## src/muldiv_pkg.sv

```systemverilog
package muldiv_pkg;

  localparam int XLEN = 32;
  localparam int OP_W = 3;
  localparam int ADDR_W = 5;
  localparam int DIV_CNT_W = 6;

  // RISC-V funct3 encoding
  typedef enum logic [OP_W-1:0] {
    MUL    = 3'b000,
    MULH   = 3'b001,
    MULHSU = 3'b010,
    MULHU  = 3'b011,
    DIV    = 3'b100,
    DIVU   = 3'b101,
    REM    = 3'b110,
    REMU   = 3'b111
  } md_op_e;

  // Register map, byte offsets
  localparam logic [ADDR_W-1:0] REG_OPA    = 5'h00;
  localparam logic [ADDR_W-1:0] REG_OPB    = 5'h04;
  localparam logic [ADDR_W-1:0] REG_CTRL   = 5'h08;
  localparam logic [ADDR_W-1:0] REG_STATUS = 5'h0C;
  localparam logic [ADDR_W-1:0] REG_RESULT = 5'h10;

  localparam int CTRL_START_BIT = 8;
  localparam int STAT_BUSY_BIT  = 0;
  localparam int STAT_DONE_BIT  = 1;

  localparam logic [1:0] RESP_OKAY = 2'b00;

  localparam logic [XLEN-1:0] XLEN_MIN = {1'b1, {(XLEN-1){1'b0}}};
  localparam logic [DIV_CNT_W-1:0] DIV_LAST = 6'd33;

  typedef struct packed {
    logic [DIV_CNT_W-1:0] counter;
    logic [2*XLEN:0]      rq;       // Partial remainder : quotient
    logic [XLEN-1:0]      op1;      // Dividend magnitude
    logic [XLEN-1:0]      op2;      // Divisor magnitude
    logic [XLEN-1:0]      data1;    // Dividend as given
    md_op_e               op;
    logic                 q_neg;
    logic                 op1_neg;
    logic                 div_zero;
    logic                 overflow;
  } div_reg_t;

  localparam div_reg_t div_reg_init = '0;

endpackage

```

## src/muldiv_if.sv

```systemverilog
`timescale 1ns/1ps

interface md_eng_if import muldiv_pkg::*; ();

  logic            enable;  // One-cycle start
  md_op_e          op;
  logic [XLEN-1:0] opa;
  logic [XLEN-1:0] opb;
  logic [XLEN-1:0] result;
  logic            ready;   // One cycle, result valid

  modport disp (
    output enable,
    output op,
    output opa,
    output opb,
    input  result,
    input  ready
  );

  modport eng (
    input  enable,
    input  op,
    input  opa,
    input  opb,
    output result,
    output ready
  );

endinterface

```

## src/axil_muldiv_regs.sv

```systemverilog
`timescale 1ns/1ps

module axil_muldiv_regs import muldiv_pkg::*; (
  input  logic              clk,
  input  logic              rst,
  input  logic              awvalid,
  output logic              awready,
  input  logic [ADDR_W-1:0] awaddr,
  input  logic              wvalid,
  output logic              wready,
  input  logic [XLEN-1:0]   wdata,
  output logic              bvalid,
  input  logic              bready,
  output logic [1:0]        bresp,
  input  logic              arvalid,
  output logic              arready,
  input  logic [ADDR_W-1:0] araddr,
  output logic              rvalid,
  input  logic              rready,
  output logic [XLEN-1:0]   rdata,
  output logic [1:0]        rresp,
  output logic              start,
  output md_op_e            op,
  output logic [XLEN-1:0]   opa,
  output logic [XLEN-1:0]   opb,
  input  logic              busy,
  input  logic              done_pulse,
  input  logic [XLEN-1:0]   result
);

  logic wr_en;
  logic rd_en;
  logic done;

  // AW and W taken together, one response outstanding
  assign wr_en = awvalid & wvalid & ~bvalid;
  assign awready = wr_en;
  assign wready = wr_en;
  assign bresp = RESP_OKAY;

  assign arready = ~rvalid;
  assign rd_en = arvalid & arready;
  assign rresp = RESP_OKAY;

  always_ff @(posedge clk) begin
    if (!rst) begin
      bvalid <= 1'b0;
      start <= 1'b0;
    end else begin
      start <= 1'b0;
      if (wr_en) begin
        bvalid <= 1'b1;
        if (awaddr == REG_CTRL) begin
          start <= wdata[CTRL_START_BIT];
        end
      end else if (bready) begin
        bvalid <= 1'b0;
      end
    end
  end

  always_ff @(posedge clk) begin
    if (wr_en) begin
      case (awaddr)
        REG_OPA:  opa <= wdata;
        REG_OPB:  opb <= wdata;
        REG_CTRL: op <= md_op_e'(wdata[OP_W-1:0]);
        default: ;
      endcase
    end
  end

  // Sticky done, a new start wins
  always_ff @(posedge clk) begin
    if (!rst) begin
      done <= 1'b0;
    end else if (start) begin
      done <= 1'b0;
    end else if (done_pulse) begin
      done <= 1'b1;
    end
  end

  always_ff @(posedge clk) begin
    if (!rst) begin
      rvalid <= 1'b0;
    end else if (rd_en) begin
      rvalid <= 1'b1;
    end else if (rready) begin
      rvalid <= 1'b0;
    end
  end

  always_ff @(posedge clk) begin
    if (rd_en) begin
      rdata <= '0;   // Unmapped reads
      case (araddr)
        REG_OPA:    rdata <= opa;
        REG_OPB:    rdata <= opb;
        REG_CTRL:   rdata[OP_W-1:0] <= op;
        REG_STATUS: begin
          rdata[STAT_BUSY_BIT] <= busy;
          rdata[STAT_DONE_BIT] <= done;
        end
        REG_RESULT: rdata <= result;
        default: ;
      endcase
    end
  end

endmodule

```

## src/int_divider.sv

```systemverilog
`timescale 1ns/1ps

module int_divider import muldiv_pkg::*; (
  input logic   clk,
  input logic   rst,
  md_eng_if.eng eng
);

  div_reg_t r;
  div_reg_t rin;

  logic                 signed_op;
  logic                 opb_neg;
  logic [DIV_CNT_W-1:0] lz;
  logic [XLEN:0]        diff;
  logic [XLEN-1:0]      quot;
  logic [XLEN-1:0]      rem;

  function automatic logic [DIV_CNT_W-1:0] lead_zeros(input logic [XLEN-1:0] x);
    logic [DIV_CNT_W-1:0] n;
    logic                 found;
    n = '0;
    found = 1'b0;
    for (int i = XLEN - 1; i >= 0; i--) begin
      if (x[i]) begin
        found = 1'b1;
      end else if (!found) begin
        n = n + 1'b1;
      end
    end
    return n;
  endfunction

  always_comb begin
    rin = r;
    signed_op = (eng.op == DIV) || (eng.op == REM);
    opb_neg = signed_op & eng.opb[XLEN-1];
    lz = '0;
    diff = '0;
    // Sign fix-up of the finished magnitudes
    quot = r.q_neg ? -r.rq[XLEN-1:0] : r.rq[XLEN-1:0];
    rem = r.op1_neg ? -r.rq[2*XLEN-1:XLEN] : r.rq[2*XLEN-1:XLEN];
    eng.ready = 1'b0;
    eng.result = '0;

    case (r.counter)
      6'd0: begin
        if (eng.enable) begin
          rin.op = eng.op;
          rin.data1 = eng.opa;
          rin.op1_neg = signed_op & eng.opa[XLEN-1];
          rin.op1 = rin.op1_neg ? -eng.opa : eng.opa;
          rin.op2 = opb_neg ? -eng.opb : eng.opb;
          rin.q_neg = rin.op1_neg ^ opb_neg;
          rin.div_zero = (eng.opb == '0);
          rin.overflow = signed_op && (eng.opa == XLEN_MIN) && (&eng.opb);
          // Skip leading zeros of the dividend
          lz = lead_zeros(rin.op1);
          rin.rq = {{(XLEN+1){1'b0}}, rin.op1} << lz;
          rin.counter = lz + 1'b1;
          if (rin.div_zero || rin.overflow) begin
            rin.counter = DIV_LAST;
          end
        end
      end

      DIV_LAST: begin
        eng.ready = 1'b1;
        rin.counter = '0;
        if (r.op == DIV || r.op == DIVU) begin
          if (r.div_zero) begin
            eng.result = '1;
          end else if (r.overflow) begin
            eng.result = XLEN_MIN;
          end else begin
            eng.result = quot;
          end
        end else begin
          if (r.div_zero) begin
            eng.result = r.data1;   // Remainder is the dividend
          end else if (r.overflow) begin
            eng.result = '0;
          end else begin
            eng.result = rem;
          end
        end
      end

      default: begin
        // Shift left one and try the subtract
        diff = r.rq[2*XLEN-1:XLEN-1] - {1'b0, r.op2};
        if (!diff[XLEN]) begin
          rin.rq = {diff, r.rq[XLEN-2:0], 1'b1};
        end else begin
          rin.rq = {r.rq[2*XLEN-1:0], 1'b0};
        end
        rin.counter = r.counter + 1'b1;
      end
    endcase
  end

  always_ff @(posedge clk) begin
    if (!rst) begin
      r <= div_reg_init;
    end else begin
      r <= rin;
    end
  end

endmodule

```

## src/int_multiplier.sv

```systemverilog
`timescale 1ns/1ps

module int_multiplier import muldiv_pkg::*; (
  input logic   clk,
  input logic   rst,
  md_eng_if.eng eng
);

  logic signed [XLEN:0]     a_ext;
  logic signed [XLEN:0]     b_ext;
  logic signed [2*XLEN+1:0] prod_full;
  logic [2*XLEN-1:0]        prod_q;
  logic                     hi_q;
  logic                     ready_q;

  // MULHU treats both operands unsigned, MULHSU only opb
  always_comb begin
    a_ext = {(eng.op != MULHU) & eng.opa[XLEN-1], eng.opa};
    b_ext = {((eng.op == MUL) || (eng.op == MULH)) & eng.opb[XLEN-1], eng.opb};
  end

  assign prod_full = a_ext * b_ext;

  always_ff @(posedge clk) begin
    if (eng.enable) begin
      prod_q <= prod_full[2*XLEN-1:0];
      hi_q <= (eng.op != MUL);
    end
  end

  always_ff @(posedge clk) begin
    if (!rst) begin
      ready_q <= 1'b0;
    end else begin
      ready_q <= eng.enable;
    end
  end

  assign eng.ready = ready_q;
  assign eng.result = hi_q ? prod_q[2*XLEN-1:XLEN] : prod_q[XLEN-1:0];

endmodule

```

## src/muldiv_axil_top.sv

```systemverilog
`timescale 1ns/1ps

module muldiv_axil_top import muldiv_pkg::*; (
  input  logic              clk,
  input  logic              rst,
  input  logic              awvalid,
  output logic              awready,
  input  logic [ADDR_W-1:0] awaddr,
  input  logic              wvalid,
  output logic              wready,
  input  logic [XLEN-1:0]   wdata,
  output logic              bvalid,
  input  logic              bready,
  output logic [1:0]        bresp,
  input  logic              arvalid,
  output logic              arready,
  input  logic [ADDR_W-1:0] araddr,
  output logic              rvalid,
  input  logic              rready,
  output logic [XLEN-1:0]   rdata,
  output logic [1:0]        rresp
);

  logic            start;
  md_op_e          op;
  logic [XLEN-1:0] opa;
  logic [XLEN-1:0] opb;
  logic            busy;
  logic            done_pulse;
  logic [XLEN-1:0] result;

  axil_muldiv_regs u_axil_muldiv_regs (
    .clk(clk), .rst(rst),
    .awvalid(awvalid), .awready(awready), .awaddr(awaddr),
    .wvalid(wvalid), .wready(wready), .wdata(wdata),
    .bvalid(bvalid), .bready(bready), .bresp(bresp),
    .arvalid(arvalid), .arready(arready), .araddr(araddr),
    .rvalid(rvalid), .rready(rready), .rdata(rdata), .rresp(rresp),
    .start(start), .op(op), .opa(opa), .opb(opb),
    .busy(busy), .done_pulse(done_pulse), .result(result)
  );

  muldiv_unit u_muldiv_unit (
    .clk(clk), .rst(rst), .start(start), .op(op), .opa(opa), .opb(opb),
    .busy(busy), .done_pulse(done_pulse), .result(result)
  );

endmodule

```

## src/muldiv_unit.sv

```systemverilog
`timescale 1ns/1ps

module muldiv_unit import muldiv_pkg::*; (
  input  logic            clk,
  input  logic            rst,
  input  logic            start,
  input  md_op_e          op,
  input  logic [XLEN-1:0] opa,
  input  logic [XLEN-1:0] opb,
  output logic            busy,
  output logic            done_pulse,
  output logic [XLEN-1:0] result
);

  md_eng_if mul_if ();
  md_eng_if div_if ();

  logic            go;
  logic            is_div;
  logic            div_sel;   // Engine of the running op
  logic            eng_ready;
  logic [XLEN-1:0] eng_result;

  assign go = start & ~busy;   // Start while busy is dropped
  assign is_div = op inside {DIV, DIVU, REM, REMU};

  assign mul_if.enable = go & ~is_div;
  assign mul_if.op = op;
  assign mul_if.opa = opa;
  assign mul_if.opb = opb;

  assign div_if.enable = go & is_div;
  assign div_if.op = op;
  assign div_if.opa = opa;
  assign div_if.opb = opb;

  assign eng_ready = div_sel ? div_if.ready : mul_if.ready;
  assign eng_result = div_sel ? div_if.result : mul_if.result;

  int_multiplier u_int_multiplier (.clk(clk), .rst(rst), .eng(mul_if.eng));
  int_divider u_int_divider (.clk(clk), .rst(rst), .eng(div_if.eng));

  always_ff @(posedge clk) begin
    if (!rst) begin
      busy <= 1'b0;
      done_pulse <= 1'b0;
      div_sel <= 1'b0;
    end else begin
      done_pulse <= 1'b0;
      if (go) begin
        busy <= 1'b1;
        div_sel <= is_div;
      end else if (busy && eng_ready) begin
        busy <= 1'b0;
        done_pulse <= 1'b1;
      end
    end
  end

  always_ff @(posedge clk) begin
    if (busy && eng_ready) begin
      result <= eng_result;
    end
  end

endmodule

```

## config.mk

```make
export PLATFORM = sky130hd
export DESIGN_NAME = muldiv_axil_top
export DESIGN_NICKNAME = d
export VERILOG_FILES = /design/src/muldiv_pkg.sv /design/src/muldiv_if.sv /design/src/axil_muldiv_regs.sv /design/src/int_divider.sv /design/src/int_multiplier.sv /design/src/muldiv_axil_top.sv /design/src/muldiv_unit.sv
export SDC_FILE = /design/constraint.sdc
export NUM_CORES = 2
export LEC_CHECK = 0
export BUFFER_PORTS_ARGS = -buffer_cell sky130_fd_sc_hd__clkbuf_2
export CAP_MARGIN = 20
export CELL_PAD_IN_SITES_DETAIL_PLACEMENT = 0
export CELL_PAD_IN_SITES_GLOBAL_PLACEMENT = 1
export CORE_ASPECT_RATIO = 0.6
export CORE_MARGIN = 2
export CORE_UTILIZATION = 43
export DETAILED_ROUTE_END_ITERATION = 7
export GPL_TIMING_DRIVEN = 1
export PLACE_DENSITY_LB_ADDON = 0.1
export SKIP_LAST_GASP = 1
export SYNTH_ARGS = -nofsm -noshare
export SYNTH_HDL_FRONTEND = slang
export SYNTH_HIERARCHICAL = 1
export SYNTH_SLANG_ARGS = --single-unit
```

## constraint.sdc

```tcl
create_clock -name clk -period 28.2 [get_ports clk]
set_clock_uncertainty 0.15 [all_clocks]
set_input_delay 1.41 -clock clk [delete_from_list [all_inputs] [get_ports clk]]
set_output_delay 1.41 -clock clk [all_outputs]
set_load 0.05 [all_outputs]
```

==> out/qor.txt <==
status: complete, no violations
area growth from synthesis to layout: 6.043%
cts bufs inserted: 35
drt total wl: 268700 um
initial antenna violation count: 26
Lkg Pwr: 0.02978 uW
unrepaired setup endpoints after global routing: false
Seq/Total Area, Yosys: 13.98%
global-route wire length before repair: 386500 um
num rows: 108
clock-pin slew on the worst setup and hold paths: 0.08 ns
final worst slack: 2.855 ns
cell area after layout: 0.06712 mm^2
Die W: 499.3 um
CTS H-tree lvls: 2
WL/cell: 29.97 um
CTS Hold Bufs: 0
share of post-route cells with drive strength above 1: 7.517%
Vias: 53330
CP required: 28.56 ns
Die ar.: 0.1504 mm^2
Synth Cell Area: 0.06329 mm^2
YS warnings: 6
DP HPWL: 202600 um
largest net degree at the start of global routing: 76
Nets: 8455
root buffer cell: clkbuf_16
fin crit share: 89.88%
clock sinks: 344
synth top area cells: fa_1, edfxtp_1, inv_1
Final Setup Violations: 0
Routed Antenna Nets: 0
Final Hold Violating Endpoints: 0
IO Pins: 90
post_cts resized: 0
slew at the pin closest to its max-slew limit: 1.340 ns
Hold Path Class: flip-flop to flip-flop
Core ar.: 0.1454 mm^2
# DRC: 0
Critical Path Max Stage Delay: 0.67 ns
crit-path max FO: 27
Final Critical Period: 25.34 ns
cell mode on critical path: ha_1
Max Cap Viol: 0
cell count after synthesis: 7101
power density cells: 42.41 mW/mm^2
worst setup path class: flip-flop to flip-flop
share of Yosys cell area claimed by the top area cell type: 35.62%
Fmax achieved: 39.46 MHz
CTS tree: done
DR pass1 iterations: 6
#FFs+latches synth: 344
EDFF count, synth: 196
count leader, synth: inv_1
number of global-route vias before repair: 52490
synth cell count leaders: inv_1, nand2_1, fa_1, and2_1, clkbuf_1
worst slack, placed: 3.449 ns
final setup TNS: 0 ns
Starting Density: 43.53%
Synth async-reset ratio: 0%
average size of a mapped cell: 8.913 um^2
CTS max path bufs: 3
routability cong.: 1.044
Tot GR Track Use: 35.72%
port buffer count: 85
VDD IR max: 78.17 uV
pins over their slew limit: 0
final design utilization: 46.16%
placed instance area: 0.06588 mm^2
CP arrival: 25.71 ns
Slew Limit Headroom: 10.04%
global route overflow: 0
largest area contributor in the netlist: fa_1
Synth Flop Type: edfxtp_1
vias per inst: 5.950
slowest stage cell, crit path: edfxtp_1
drt initial violations: 6768
Netlist cell types: 122
Post-CTS Setup Bufs: 0
Worst Setup End Kind: flip-flop
crit path launch type: flip-flop
Worst-Skew Late Latency: 0.60 ns
Die Ht: 301.2 um
[state kept, by name, summed over array words and instances, names as in the netlist, 3 cells and up]
signal	flops
u_muldiv_unit/u_int_divider/r	140
u_muldiv_unit/u_int_multiplier/prod_q	64
u_axil_muldiv_regs/opa	32
u_axil_muldiv_regs/opb	32
u_axil_muldiv_regs/rdata	32
u_muldiv_unit/result	32
u_axil_muldiv_regs/op	3
[cells in the final DEF, fill, tap and decap left out, drive strengths merged, types with 136 or more instances in the layout]
master,count
a21oi,260
and2,346
xnor2,136
inv,1180
xor2,143
nor2,313
fa,1126
dfxtp,148
nand2,1144
buf,182
o21ai,293
ha,282
edfxtp,196
[worst max-delay path, delay by kind of cell (launching register included)]
family / cells / cell delay [ns]
simple gates: 33 / 3.98
compound gates: 28 / 6.36
xor+xnor: 4 / 0.96
buf+inv: 7 / 1.26
flops: 1 / 0.67
mux: 14 / 3.10
fa+ha+maj: 28 / 8.74
[path summary, 6_finish.rpt]
| kind | from | end | slack [ns] | cells past startpoint |
|---|---|---|---|---|
| worst min-delay path | u_muldiv_unit/u_int_divider/r[103] | u_muldiv_unit/u_int_divider/r[103] | 0.31 | 2 |
| worst max register to register | u_axil_muldiv_regs/opa[0] | u_muldiv_unit/u_int_divider/r[127] | 2.86 | 114 |
| worst max-delay path | u_axil_muldiv_regs/opa[0] | u_muldiv_unit/u_int_divider/r[127] | 2.86 | 114 |
| worst min register to register | u_muldiv_unit/u_int_divider/r[103] | u_muldiv_unit/u_int_divider/r[103] | 0.31 | 2 |
[metal layers]
metal	vias to the layer above	routed length, um	GRT usage [%]
met3	274	38280	13.65
met4	16	4331	4.848
li1	22380	-	-
met2	3005	97100	44.87
met1	27650	128300	57.20
met5	-	660	1.972
[where the power goes]
| group | switching, uW | internal, uW | total (uW) |
|---|---|---|---|
| sequential | 3.44 | 595 | 598 |
| clock | 240 | 285 | 525 |
| combinational | 1130 | 591 | 1720 |
| total | 1380 | 1470 | 2850 |
[through the flow]
stage	power, uW	hold WS, ns	instances
after CTS	2799	0.3120	8946
final	2847	0.3143	8963
after floorplan	1684	0.2637	7104
after detailed placement	2271	0.3024	8883
after global placement	2275	0.2925	8879
after global routing	2994	0.3316	8955
[layout make-up]
type,count,area [um^2]
Antenna cell,14,35.03
Clock buffer,48,988.4
Inverter,1178,4422
Sequential cell,344,8848
Timing Repair Buffer,266,1784
Clock inverter,15,190.2
Multi-Input combinational cell,5173,48440
Tap cell,1925,2409
Fill cell,14300,78280
[kinds of logic after synthesis]
kind of cell | count (synthesis) | share of synthesized area, %
AOI/OAI and AO/OA | 1018 | 10.64
xor gates and xnor gates | 287 | 4.310
adders and majority gates | 1409 | 41.21
buffers and inverters | 1587 | 9.706
DFF | 344 | 13.98
muxes | 203 | 3.438
other | 1 | 0.005925
and+or+nand+nor | 2252 | 16.71
Note: power is estimated with default switching activity, not from simulation.
